## config.mk

```make
export PLATFORM = sky130hd
export DESIGN_NAME = decode_stage
export DESIGN_NICKNAME = d
export VERILOG_FILES = /design/src/source/rv_isa_pkg.sv /design/src/source/dec_ctrl_pkg.sv /design/src/source/decode_ctrl_fsm.sv /design/src/source/decode_stage.sv /design/src/source/decoder.sv /design/src/source/i_decoder.sv /design/src/source/issue_counter.sv /design/src/source/m_decoder.sv
export SDC_FILE = /design/constraint.sdc
export NUM_CORES = 1
export LEC_CHECK = 0
export BUFFER_PORTS_ARGS = -buffer_cell sky130_fd_sc_hd__buf_2
export CAP_MARGIN = 20
export CORE_MARGIN = 2
export CORE_UTILIZATION = 53
export DETAILED_ROUTE_END_ITERATION = 10
export GPL_TIMING_DRIVEN = 0
export PLACE_DENSITY_LB_ADDON = 0.15
export SYNTH_ARGS = -nofsm -noshare
export SYNTH_HDL_FRONTEND = slang
export SYNTH_SLANG_ARGS = --single-unit
export TNS_END_PERCENT = 100
```

## constraint.sdc

```tcl
create_clock -name clk_i -period 3.3 [get_ports clk_i]
set_input_delay 0.165 -clock clk_i [delete_from_list [all_inputs] [get_ports clk_i]]
set_output_delay 0.165 -clock clk_i [all_outputs]
set_load 0.02 [all_outputs]
```

## src/source/rv_isa_pkg.sv

```systemverilog
// ISA side of the decode stage: instruction word, register index and operation encodings
// Imported by the decoders, the top level and the issue counter

package rv_isa_pkg;

  parameter int unsigned COUNT_W_DEF = 16;         // Default width of the issue counter

  typedef logic [31:0]            instr_t;         // Raw RV32 instruction word
  typedef logic [4:0]             reg_addr_t;      // x0..x31
  typedef logic [COUNT_W_DEF-1:0] count_t;         // Issued-instruction count

  // Major opcodes, bits [6:0] of the word
  typedef enum logic [6:0] {
    OPC_OP       = 7'b0110011,
    OPC_OP_IMM   = 7'b0010011,
    OPC_LOAD     = 7'b0000011,
    OPC_STORE    = 7'b0100011,
    OPC_BRANCH   = 7'b1100011,
    OPC_JAL      = 7'b1101111,
    OPC_JALR     = 7'b1100111,
    OPC_LUI      = 7'b0110111,
    OPC_AUIPC    = 7'b0010111,
    OPC_SYSTEM   = 7'b1110011,
    OPC_MISC_MEM = 7'b0001111
  } opcode_e;

  // ALU operations, arithmetic first, then branch compares
  typedef enum logic [3:0] {
    ALU_ADD, ALU_SUB, ALU_SLL, ALU_SLT,
    ALU_SLTU, ALU_XOR, ALU_SRL, ALU_SRA,
    ALU_OR, ALU_AND, ALU_EQ, ALU_NE,
    ALU_LT, ALU_GE, ALU_LTU, ALU_GEU
  } alu_op_e;

  // Follows funct3[1:0] of the M multiply group
  typedef enum logic [1:0] {
    MUL_OP_MUL    = 2'b00,
    MUL_OP_MULH   = 2'b01,
    MUL_OP_MULHSU = 2'b10,
    MUL_OP_MULHU  = 2'b11
  } mul_op_e;

  // Follows funct3[1:0] of the M divide group
  typedef enum logic [1:0] {
    DIV_OP_DIV  = 2'b00,
    DIV_OP_DIVU = 2'b01,
    DIV_OP_REM  = 2'b10,
    DIV_OP_REMU = 2'b11
  } div_op_e;

  typedef enum logic [1:0] {
    LSU_BYTE = 2'b00,
    LSU_HALF = 2'b01,
    LSU_WORD = 2'b10                               // Same as funct3[1:0] of LW/SW
  } lsu_size_e;

endpackage

```

## src/source/dec_ctrl_pkg.sv

```systemverilog
// Control side of the decode stage: decoded control struct and stage FSM states
// Shared by the sub-decoders, the merge logic, the FSM and the top level

package dec_ctrl_pkg;
  import rv_isa_pkg::*;

  // One decoded instruction, as handed to execute
  typedef struct packed {
    logic      illegal_insn;                       // No decoder matched
    logic      alu_en;
    alu_op_e   alu_op;
    logic      mul_en;
    mul_op_e   mul_op;
    logic      div_en;
    div_op_e   div_op;
    logic      lsu_en;                             // Load or store
    logic      lsu_we;                             // Store
    lsu_size_e lsu_size;
    logic      lsu_sext;                           // Sign extend load data
    logic      rf_we;
    logic [1:0] rf_re;                             // [0] rs1 read, [1] rs2 read
    logic      sys_ecall_insn;
    logic      sys_ebrk_insn;
    logic      sys_mret_insn;
    logic      sys_wfi_insn;
    logic      sys_fencei_insn;
    reg_addr_t rd;
    reg_addr_t rs1;
    reg_addr_t rs2;
  } decoder_ctrl_t;

  // Result of a decoder that did not recognize the word
  localparam decoder_ctrl_t DECODER_CTRL_ILLEGAL = '{
    illegal_insn : 1'b1,
    alu_op       : ALU_ADD,
    mul_op       : MUL_OP_MUL,
    div_op       : DIV_OP_DIV,
    lsu_size     : LSU_BYTE,
    default      : '0
  };

  // Fetch handshake, then execute handshake, one instruction at a time
  typedef enum logic [1:0] {
    S_IDLE,                                        // Waiting for a fetch request
    S_FETCH_ACK,                                   // Ack high, waiting for req to drop
    S_ISSUE,                                       // dec_req_o high, waiting for ack
    S_ISSUE_REL                                    // Waiting for execute ack to drop
  } stage_state_e;

endpackage

```

## src/source/decode_ctrl_fsm.sv

```systemverilog
// Control FSM of the decode stage: runs the fetch and execute four-phase handshakes
// and pulses the capture, issue and count strobes for the top level

module decode_ctrl_fsm import dec_ctrl_pkg::*; (
  input  logic clk_i,
  input  logic rst_n_i,                            // Synchronous, active low
  input  logic instr_req_i,                        // Fetch request
  input  logic dec_ack_i,                          // Execute acknowledge
  output logic instr_ack_o,                        // Fetch acknowledge
  output logic dec_req_o,                          // Execute request
  output logic capture_o,                          // Load instruction register
  output logic issue_o,                            // Load output register
  output logic count_o                             // Issue completed
);

  stage_state_e state_q;
  stage_state_e state_d;

  ////////////////////////////////////////////////////////////////////////////
  // Next state
  ////////////////////////////////////////////////////////////////////////////
  always_comb begin
    state_d = state_q;
    case (state_q)
      S_IDLE: begin
        if (instr_req_i) state_d = S_FETCH_ACK;
      end
      S_FETCH_ACK: begin
        if (!instr_req_i) state_d = S_ISSUE;       // Fetch released, issue now
      end
      S_ISSUE: begin
        if (dec_ack_i) state_d = S_ISSUE_REL;
      end
      S_ISSUE_REL: begin
        if (!dec_ack_i) state_d = S_IDLE;          // Next fetch may be taken
      end
      default: state_d = S_IDLE;
    endcase
  end

  always_ff @(posedge clk_i) begin
    if (!rst_n_i) begin
      state_q <= S_IDLE;
    end else begin
      state_q <= state_d;
    end
  end

  // Handshake outputs straight from the state register
  assign instr_ack_o = (state_q == S_FETCH_ACK);
  assign dec_req_o   = (state_q == S_ISSUE);

  // Strobes, one per transition
  assign capture_o = (state_q == S_IDLE) && instr_req_i;
  assign issue_o   = (state_q == S_FETCH_ACK) && !instr_req_i;
  assign count_o   = (state_q == S_ISSUE) && dec_ack_i;

endmodule

```

## src/source/decode_stage.sv

```systemverilog
// Decode stage top: fetch handshake in, decoded control out over a second handshake
// Holds one instruction in flight and counts the legal ones it issues

module decode_stage import rv_isa_pkg::*, dec_ctrl_pkg::*; #(
  parameter bit          M_EXT_EN = 1'b1,          // Decode RV32M
  parameter int unsigned COUNT_W  = COUNT_W_DEF    // Issue counter width
) (
  input  logic          clk_i,
  input  logic          rst_n_i,                   // Synchronous, active low
  input  logic          instr_req_i,
  input  instr_t        instr_i,
  input  logic          kill_i,                    // Squash the offered instruction
  input  logic          dec_ack_i,
  output logic          instr_ack_o,
  output logic          dec_req_o,
  output decoder_ctrl_t dec_o,                     // Stable until the next capture
  output count_t        issued_o                   // Legal instructions issued
);

  instr_t        instr_q;                          // Instruction register
  logic          kill_q;
  decoder_ctrl_t dec_ctrl;                         // Decoder result
  decoder_ctrl_t dec_q;                            // Output register
  logic          dec_kill_q;                       // Kill bit of the issued instruction
  logic          capture;
  logic          issue;
  logic          count;
  logic          legal;

  ////////////////////////////////////////////////////////////////////////////
  // Payload registers
  ////////////////////////////////////////////////////////////////////////////
  always_ff @(posedge clk_i) begin
    if (capture) begin
      instr_q <= instr_i;
      kill_q  <= kill_i;
    end
    if (issue) begin
      dec_q      <= dec_ctrl;
      dec_kill_q <= kill_q;
    end
  end

  decoder #(
    .M_EXT_EN ( M_EXT_EN )
  ) decoder_i (
    .instr_i ( instr_q  ),
    .kill_i  ( kill_q   ),
    .ctrl_o  ( dec_ctrl )
  );

  decode_ctrl_fsm decode_ctrl_fsm_i (
    .clk_i       ( clk_i       ),
    .rst_n_i     ( rst_n_i     ),
    .instr_req_i ( instr_req_i ),
    .dec_ack_i   ( dec_ack_i   ),
    .instr_ack_o ( instr_ack_o ),
    .dec_req_o   ( dec_req_o   ),
    .capture_o   ( capture     ),
    .issue_o     ( issue       ),
    .count_o     ( count       )
  );

  // Kill already clears illegal_insn, so both bits are needed here
  assign legal = !dec_q.illegal_insn && !dec_kill_q;

  issue_counter #(
    .COUNT_W ( COUNT_W )
  ) issue_counter_i (
    .clk_i   ( clk_i    ),
    .rst_n_i ( rst_n_i  ),
    .count_i ( count    ),
    .legal_i ( legal    ),
    .count_o ( issued_o )
  );

  assign dec_o = dec_q;

endmodule

```

## src/source/decoder.sv

```systemverilog
// Merges the RV32I and RV32M sub-decoder results into one control struct
// and suppresses the enables of a killed instruction

module decoder import rv_isa_pkg::*, dec_ctrl_pkg::*; #(
  parameter bit M_EXT_EN = 1'b1                    // Build the M decoder
) (
  input  instr_t        instr_i,                   // Held instruction
  input  logic          kill_i,                    // Squash this instruction
  output decoder_ctrl_t ctrl_o                     // Merged control
);

  decoder_ctrl_t i_ctrl;
  decoder_ctrl_t m_ctrl;
  decoder_ctrl_t mux_ctrl;                         // Before kill suppression

  i_decoder i_decoder_i (
    .instr_i ( instr_i ),
    .ctrl_o  ( i_ctrl  )
  );

  generate
    if (M_EXT_EN) begin : g_m_dec
      m_decoder m_decoder_i (
        .instr_i ( instr_i ),
        .ctrl_o  ( m_ctrl  )
      );
    end else begin : g_no_m_dec
      assign m_ctrl = DECODER_CTRL_ILLEGAL;
    end
  endgenerate

  // Priority merge, M first
  always_comb begin
    if (!m_ctrl.illegal_insn) mux_ctrl = m_ctrl;
    else if (!i_ctrl.illegal_insn) mux_ctrl = i_ctrl;
    else mux_ctrl = DECODER_CTRL_ILLEGAL;
  end

  ////////////////////////////////////////////////////////////////////////////
  // Kill suppression
  ////////////////////////////////////////////////////////////////////////////
  // Operation selects and register fields pass through untouched
  always_comb begin
    ctrl_o = mux_ctrl;
    if (kill_i) begin
      ctrl_o.alu_en          = 1'b0;
      ctrl_o.mul_en          = 1'b0;
      ctrl_o.div_en          = 1'b0;
      ctrl_o.lsu_en          = 1'b0;
      ctrl_o.rf_we           = 1'b0;
      ctrl_o.sys_ecall_insn  = 1'b0;
      ctrl_o.sys_ebrk_insn   = 1'b0;
      ctrl_o.sys_mret_insn   = 1'b0;
      ctrl_o.sys_wfi_insn    = 1'b0;
      ctrl_o.sys_fencei_insn = 1'b0;
      ctrl_o.illegal_insn    = 1'b0;               // No trap for a killed word
    end
  end

endmodule

```

## src/source/i_decoder.sv

```systemverilog
// RV32I base instruction decoder, purely combinational
// Unknown encodings, M encodings included, give the illegal control constant

module i_decoder import rv_isa_pkg::*, dec_ctrl_pkg::*; (
  input  instr_t        instr_i,                   // Instruction word
  output decoder_ctrl_t ctrl_o                     // Decoded control
);

  logic [2:0]    funct3;
  logic [6:0]    funct7;
  logic          illegal;                          // Set by any unmatched field
  decoder_ctrl_t ctrl;

  assign funct3 = instr_i[14:12];
  assign funct7 = instr_i[31:25];

  // Shared funct3 table of OP and OP-IMM, the funct7 variants handled by the caller
  function automatic alu_op_e alu_base_op(input logic [2:0] f3);
    case (f3)
      3'b000:  return ALU_ADD;
      3'b001:  return ALU_SLL;
      3'b010:  return ALU_SLT;
      3'b011:  return ALU_SLTU;
      3'b100:  return ALU_XOR;
      3'b101:  return ALU_SRL;
      3'b110:  return ALU_OR;
      default: return ALU_AND;
    endcase
  endfunction

  ////////////////////////////////////////////////////////////////////////////
  // Opcode decode
  ////////////////////////////////////////////////////////////////////////////
  always_comb begin
    ctrl              = DECODER_CTRL_ILLEGAL;
    ctrl.illegal_insn = 1'b0;
    ctrl.rd           = instr_i[11:7];             // Fields are extracted for every format
    ctrl.rs1          = instr_i[19:15];
    ctrl.rs2          = instr_i[24:20];
    illegal           = 1'b0;
    case (opcode_e'(instr_i[6:0]))
      OPC_OP: begin
        ctrl.alu_en = 1'b1;
        ctrl.rf_we  = 1'b1;
        ctrl.rf_re  = 2'b11;
        if (funct7 == 7'b0000000) begin
          ctrl.alu_op = alu_base_op(funct3);
        end else if (funct7 == 7'b0100000 && funct3 == 3'b000) begin
          ctrl.alu_op = ALU_SUB;
        end else if (funct7 == 7'b0100000 && funct3 == 3'b101) begin
          ctrl.alu_op = ALU_SRA;
        end else begin
          illegal = 1'b1;                          // Includes funct7 0000001, left to M
        end
      end
      OPC_OP_IMM: begin
        ctrl.alu_en = 1'b1;
        ctrl.rf_we  = 1'b1;
        ctrl.rf_re  = 2'b01;
        ctrl.alu_op = alu_base_op(funct3);
        if (funct3 == 3'b101 && funct7 == 7'b0100000) ctrl.alu_op = ALU_SRA;
        else if (funct3[1:0] == 2'b01 && funct7 != 7'b0000000) illegal = 1'b1;
      end
      OPC_LOAD: begin
        ctrl.lsu_en   = 1'b1;
        ctrl.rf_we    = 1'b1;
        ctrl.rf_re    = 2'b01;
        ctrl.lsu_size = lsu_size_e'(funct3[1:0]);
        ctrl.lsu_sext = ~funct3[2];                // LBU and LHU zero extend
        illegal       = (funct3[1:0] == 2'b11) || (funct3 == 3'b110);
      end
      OPC_STORE: begin
        ctrl.lsu_en   = 1'b1;
        ctrl.lsu_we   = 1'b1;
        ctrl.rf_re    = 2'b11;
        ctrl.lsu_size = lsu_size_e'(funct3[1:0]);
        illegal       = funct3[2] || (funct3[1:0] == 2'b11);
      end
      OPC_BRANCH: begin
        ctrl.alu_en = 1'b1;                        // ALU does the compare
        ctrl.rf_re  = 2'b11;
        case (funct3)
          3'b000:  ctrl.alu_op = ALU_EQ;
          3'b001:  ctrl.alu_op = ALU_NE;
          3'b100:  ctrl.alu_op = ALU_LT;
          3'b101:  ctrl.alu_op = ALU_GE;
          3'b110:  ctrl.alu_op = ALU_LTU;
          3'b111:  ctrl.alu_op = ALU_GEU;
          default: illegal = 1'b1;
        endcase
      end
      OPC_JAL, OPC_LUI, OPC_AUIPC: begin
        ctrl.alu_en = 1'b1;                        // Link value or immediate add
        ctrl.rf_we  = 1'b1;
      end
      OPC_JALR: begin
        ctrl.alu_en = 1'b1;
        ctrl.rf_we  = 1'b1;
        ctrl.rf_re  = 2'b01;
        illegal     = (funct3 != 3'b000);
      end
      OPC_MISC_MEM: begin
        ctrl.sys_fencei_insn = (funct3 == 3'b001);  // Plain FENCE is a no-op here
        illegal              = (funct3[2:1] != 2'b00);
      end
      OPC_SYSTEM: begin
        // Only the funct3 000 group, CSR access is not decoded
        if (funct3 == 3'b000 && instr_i[19:15] == 5'd0 && instr_i[11:7] == 5'd0) begin
          case (instr_i[31:20])
            12'h000: ctrl.sys_ecall_insn = 1'b1;
            12'h001: ctrl.sys_ebrk_insn  = 1'b1;
            12'h302: ctrl.sys_mret_insn  = 1'b1;
            12'h105: ctrl.sys_wfi_insn   = 1'b1;
            default: illegal = 1'b1;
          endcase
        end else begin
          illegal = 1'b1;
        end
      end
      default: illegal = 1'b1;
    endcase
  end

  assign ctrl_o = illegal ? DECODER_CTRL_ILLEGAL : ctrl;

endmodule

```

## src/source/issue_counter.sv

```systemverilog
// Wrapping counter of legal, unkilled instructions handed to execute
// Advances on the completion strobe of the control FSM

module issue_counter import rv_isa_pkg::*; #(
  parameter int unsigned COUNT_W = COUNT_W_DEF     // Counter width, up to count_t
) (
  input  logic   clk_i,
  input  logic   rst_n_i,                          // Synchronous, active low
  input  logic   count_i,                          // Issue handshake completed
  input  logic   legal_i,                          // Held instruction counts
  output count_t count_o                           // Current count
);

  logic [COUNT_W-1:0] cnt_q;

  always_ff @(posedge clk_i) begin
    if (!rst_n_i) begin
      cnt_q <= '0;
    end else if (count_i && legal_i) begin
      cnt_q <= cnt_q + COUNT_W'(1);                // Wraps at full scale
    end
  end

  // Zero extended to the shared count type
  assign count_o = count_t'(cnt_q);

endmodule

```

## src/source/m_decoder.sv

```systemverilog
// RV32M multiply/divide decoder, combinational
// Matches only OP with funct7 0000001, everything else is illegal

module m_decoder import rv_isa_pkg::*, dec_ctrl_pkg::*; (
  input  instr_t        instr_i,                   // Instruction word
  output decoder_ctrl_t ctrl_o                     // Decoded control
);

  logic [2:0] funct3;
  logic       is_m;                                // OP major opcode, M funct7

  assign funct3 = instr_i[14:12];
  assign is_m   = (instr_i[6:0] == OPC_OP) && (instr_i[31:25] == 7'b0000001);

  always_comb begin
    ctrl_o = DECODER_CTRL_ILLEGAL;
    if (is_m) begin
      ctrl_o.illegal_insn = 1'b0;
      ctrl_o.rf_we        = 1'b1;
      ctrl_o.rf_re        = 2'b11;                 // Both sources read
      ctrl_o.rd           = instr_i[11:7];
      ctrl_o.rs1          = instr_i[19:15];
      ctrl_o.rs2          = instr_i[24:20];
      if (!funct3[2]) begin                        // funct3 0..3 multiply
        ctrl_o.mul_en = 1'b1;
        ctrl_o.mul_op = mul_op_e'(funct3[1:0]);
      end else begin                               // funct3 4..7 divide / remainder
        ctrl_o.div_en = 1'b1;
        ctrl_o.div_op = div_op_e'(funct3[1:0]);
      end
    end
  end

endmodule

```

# After elaboration in Yosys (flattened, before gate mapping)
# Cells that the tools add are included.
dict set report word_totals {
  regBits 92
  inputBits 37
  output_inout_bits 58
  wordCells 146
}
dict set report op_classes {
  addsub 1
  eq_ne 32
  mux 40
  bitwise_logic 6
  n_reduce_logical 41
}
# op n
set op_table {}
lappend op_table {{$mux W40} 2}
lappend op_table {{$mux W34} 1}
lappend op_table {{$eq A7 B6 Y1 const B} 4}
lappend op_table {{$eq A7 B7 Y1 const B} 4}
lappend op_table {{$pmux W4 S7} 1}
lappend op_table {{$pmux W4 S6} 1}
lappend op_table {{$mux W4} 5}
lappend op_table {{$mux W1} 18}
lappend op_table {{$add A16 B1 Y16 const B} 1}
lappend op_table {{$reduce_or A4 Y1} 4}
lappend op_table {{$eq A7 B5 Y1 const B} 2}
lappend op_table {{$reduce_or A7 Y1} 2}
lappend op_table {{$eq A12 B1 Y1 const B} 1}
lappend op_table {{$eq A12 B10 Y1 const B} 1}
lappend op_table {{$eq A12 B9 Y1 const B} 1}
lappend op_table {{$eq A3 B3 Y1 const B} 4}
lappend op_table {{$logic_not A12 Y1} 1}
lappend op_table {{$pmux W4 S3} 1}
lappend op_table {{$reduce_or A3 Y1} 4}
lappend op_table {{$reduce_or A6 Y1} 2}
lappend op_table {{$logic_and A1 B1 Y1} 11}
lappend op_table {{$logic_not A5 Y1} 2}
lappend op_table {{$mux W2} 5}
lappend op_table {{$mux W3} 3}
lappend op_table {{other kinds (23)} 39}

# Logic depth before layout (Yosys ltp)
dict set report logic_depth {
  word_depth 9
  ltp_mapped 9
  depth_no_buf 8
}

# Hierarchy
# A second synthesis with hierarchy kept.
dict set report hier_totals {
  cells_unflattened 469
  area_unflattened_um2 5156.2
}
# mod n_inst cells_each area_each_um2
set by_module_without_submodules {}
lappend by_module_without_submodules {decode_stage 1 75 2225.9}
lappend by_module_without_submodules {i_decoder 1 156 968.4}
lappend by_module_without_submodules {issue_counter 1 83 747.0}
lappend by_module_without_submodules {m_decoder 1 79 553.0}
lappend by_module_without_submodules {decoder 1 53 444.2}
lappend by_module_without_submodules {decode_ctrl_fsm 1 23 217.7}

# Least setup slack after synthesis
# No wires, ideal clock.
dict set report synth_path {
  kind {flip-flop to flip-flop}
  startpoint {reg decode_ctrl_fsm_i.state_q[1]}
  endpoint {reg dec_kill_q (enable)}
  arrival_ns 2.571
  required_ns 2.855
  slack_ns 0.284
  path_stages_with_launch 4
  n_path_buf 0
  cell_sequence {dfxtp_1 inv_1 ha_1 nor2b_1}
}
dict set report synth_via {
  elab_chain_len 2
}
# element line_no
set synth_rtl {}
lappend synth_rtl {{start, declared} decode_ctrl_fsm.sv:16} ;# stage_state_e state_q;
lappend synth_rtl {{start signal, assigned} decode_ctrl_fsm.sv:45} ;# state_q <= state_d;
lappend synth_rtl {{$eq A2 B1 Y1} -}
lappend synth_rtl {{named net instr_ack_o} decode_stage.sv:14} ;# output logic instr_ack_o,
lappend synth_rtl {{$logic_and A1 B1 Y1} decode_ctrl_fsm.sv:55} ;# assign issue_o = (state_q == S_FETCH_ACK) && !instr_req_i;
lappend synth_rtl {{named net decode_ctrl_fsm_i.issue_o} decode_ctrl_fsm.sv:12} ;# output logic issue_o,
lappend synth_rtl {{end signal, assigned} decode_stage.sv:40} ;# dec_kill_q <= kill_q;
lappend synth_rtl {{end, declared} decode_stage.sv:24} ;# logic dec_kill_q;
# The timed path passes the listed nets, and every way through them passes these cells.
# A chain may end at the register's enable or synchronous reset.

==> flow_summary.yaml <==
logic_synthesis:
  synthFlopType: "edfxtp_1"
  postSynthAreaPerCell_sq_um: 12.2
  syn_inst: 329
  yosysMostFrequentCell: "edfxtp_1"
  ys_seq_area_frac: 0.643
  ys_ff_latch: 92
  async_flop_share: 0
  synth-edff-count: 74
  synthesis.area_sq_um: 4020
  synth_nets: 371
  synth_cell_type_count: 44
  synth_commonest_cells: "edfxtp_1 (74), a21boi_0 (21), nor2_1 (21)"
  synth_top_cell_by_area: "edfxtp_1"
  synth_top_cell_area_share: 0.553
  ys_top_cells_by_area: "edfxtp_1 (55%), dfxtp_1 (9.0%), a21boi_0 (3.9%), nor3_1 (2.4%), and2_1 (2.0%)"
  yosysWarnings: 0
route:
  drcViolationCount: 0
  dr.first_iter.drc_count: 195
  vias: 3011
  avgViaCountPerCell: 5.25
  first_pass_iters: 4
  wl_per_cell_microns: 14.8
  routed_wl_mm: 8.47
  drtAntennaViolNets: 0
critical_path:
  crit_arrival_ns: 2.89
  cp-start-kind: "register"
  crit_type: "register to register"
  critical_path.max_fanout: 10
  crit_path_end_kind: "register"
  worstPathRequired_ns: 3.49
floorplanning:
  fp.dieH_microns: 91.1
  rows: 31
  fp.dieW_microns: 91.1
  dieArea_sq_um: 8300
  core_sq_um: 7290
  io_pins: 95
  start_util: 0.551
timing:
  min_period_over_period: 0.817
  relSlewSlack: 0.451
  timing_hold_violations_final: 0
  rsz0062_at_grt: "false"
  fmax_mhz: 371
  finalSetupTns_ns: 0
  finalWorstPathRequiredPeriod_ns: 2.70
  tightest_slew_ns: 0.816
  setup_viol: 0
  clock_skew_ns: 0.0127
  drv_slew: 0
cts:
  clk_path_buf_depth: 2
  root_buffer: "clkbuf_8"
  cts_buffers: 9
  cts_max_level: 3
  insertion_delay_ns: 0.36
  cts_resized: 0
  path_clk_slew_ns: 0.10
  clkSinkCount: 92
  cts_tree: "done"
global_routing:
  track_usage: 0.215
  antenna_found_initial: 0
  grt_pass1_vias: 2871
  overflow: 0
  grt_pass1_wl_mm: 13.9
  grt_max_degree: 30
pwr:
  peakVddDrop_uv: 357
  p_sw_frac: 0.328
  internal-power_mw: 2.06
  power.switching_mw: 1.01
  power_density_nw_per_um2: 593
  p_leak_nw: 1.91
  seqPwrFrac: 0.525
  comb_power_share: 0.253
  clkPwrFrac: 0.222
place:
  portBuffers: 94
  place_inst: 524
  place_area_sq_um: 4670
  dp_hpwl_mm: 5.85
  gp_congestion: 0.914
cells_and_area:
  final_net_count: 511
  stdcell_area_sq_um: 5170
  drive_gt1_frac: 0.264
  n_antenna_cell: 0
  fin_cells: 573
  syn_to_final_growth_pct: 28.7
outcome:
  status: "completed"
min_path:
  holdCritPathClass: "input port to register"
job:
  drv_cap: 0
worst max-delay path: stages, from the launching register on:
cell and delay (ns):
edfxtp_1 0.39, nor3_1 0.68, nand3_1 0.26, a21o_1 0.22
a21oi_1 0.18, o2111ai_1 0.25, clkbuf_1 0.29, a21boi_0 0.28
state kept, by name, summed over array words and instances, names as in the netlist:
signal and cells:
issue_counter_i.count_o 16, instr_q 32, kill_q 1, dec_kill_q 1, dec_o 40, decode_ctrl_fsm_i.state_q 2
layout make-up:
| cell class | instances | area [sq um] |
|---|---|---|
| sequential | 92 | 2580 |
| fill | 566 | 2120 |
| multi-input combinational | 214 | 1350 |
| timing repair buffer | 129 | 848 |
| clock buffer | 9 | 124 |
| tap | 99 | 124 |
| buffer | 15 | 62.6 |
| clock inverter | 7 | 51.3 |
| inverter | 8 | 30.0 |
cell families (layout without fill, tap and decap cells):
family / Yosys count / in the layout / synth area share
AOI/OAI and AO/OA: 54 / 54 / 0.0897
xor gates and xnor gates: 13 / 13 / 0.0283
adders and majority gates: 5 / 5 / 0.0156
buffers and inverters: 23 / 168 / 0.0230
DFF: 92 / 92 / 0.643
muxes: 4 / 4 / 0.00996
and+or+nand+nor: 138 / 138 / 0.191
metal layers:
metal,part of all wire,GRT usage,vias to the layer above,wire [microns]
met5,0,0,-,0
met4,0.021,0.0947,0,175
li1,-,-,1494,-
met1,0.42,0.268,1407,3520
met3,0.056,0.0531,17,471
met2,0.51,0.357,93,4300
power by group through the flow:
| stage | Sequential [mW] | Combinational (mW) | Clock, mW |
|---|---|---|---|
| after floorplan | 1.73 | 0.368 | 0 |
| final | 1.61 | 0.775 | 0.682 |
| after CTS | 1.61 | 0.774 | 0.696 |
| after detailed placement | 1.64 | 0.744 | 0 |
| after global routing | 1.63 | 0.833 | 0.754 |
| after global placement | 1.64 | 0.671 | 0 |
worst paths after layout:
kind,from,slack [ns],depth (start not counted),to
setup / recovery,instr_q[26],0.60,7,dec_o[13]
hold / removal,rst_n_i,0.1,3,decode_ctrl_fsm_i.state_q[0]
setup reg to reg,instr_q[26],0.60,7,dec_o[13]
hold reg to reg,issue_counter_i.count_o[8],0.51,2,issue_counter_i.count_o[8]
metrics by stage:
step	total power, mW	setup WS [ns]	utilization	hold WS, ns
after floorplan	2.10	0.284	-	0.264
after global routing	3.22	0.443	0.710	0.0903
after CTS	3.08	0.659	0.710	0.0746
after detailed placement	2.38	0.675	0.640	0.343
final	3.07	0.603	0.710	0.0975
after global placement	2.31	-0.268	0.633	0.341
repair_timing:
action	CTS	global route
hold endpoints to repair	33	0
buffers inserted	0	0
hold buffers	33	0
layout by cell type (no fill, tap or decap), types with 10 or more instances in the layout:
cell type,n
buf_2,98
edfxtp_1,74
dlygate4sd3_1,33
nor2_1,21
a21boi_0,21
nor3_1,19
nand2_1,18
dfxtp_1,18
nand3_1,16
o21ai_0,13
and2_1,13
clkbuf_1,10
(Power assumes the default switching activity.)
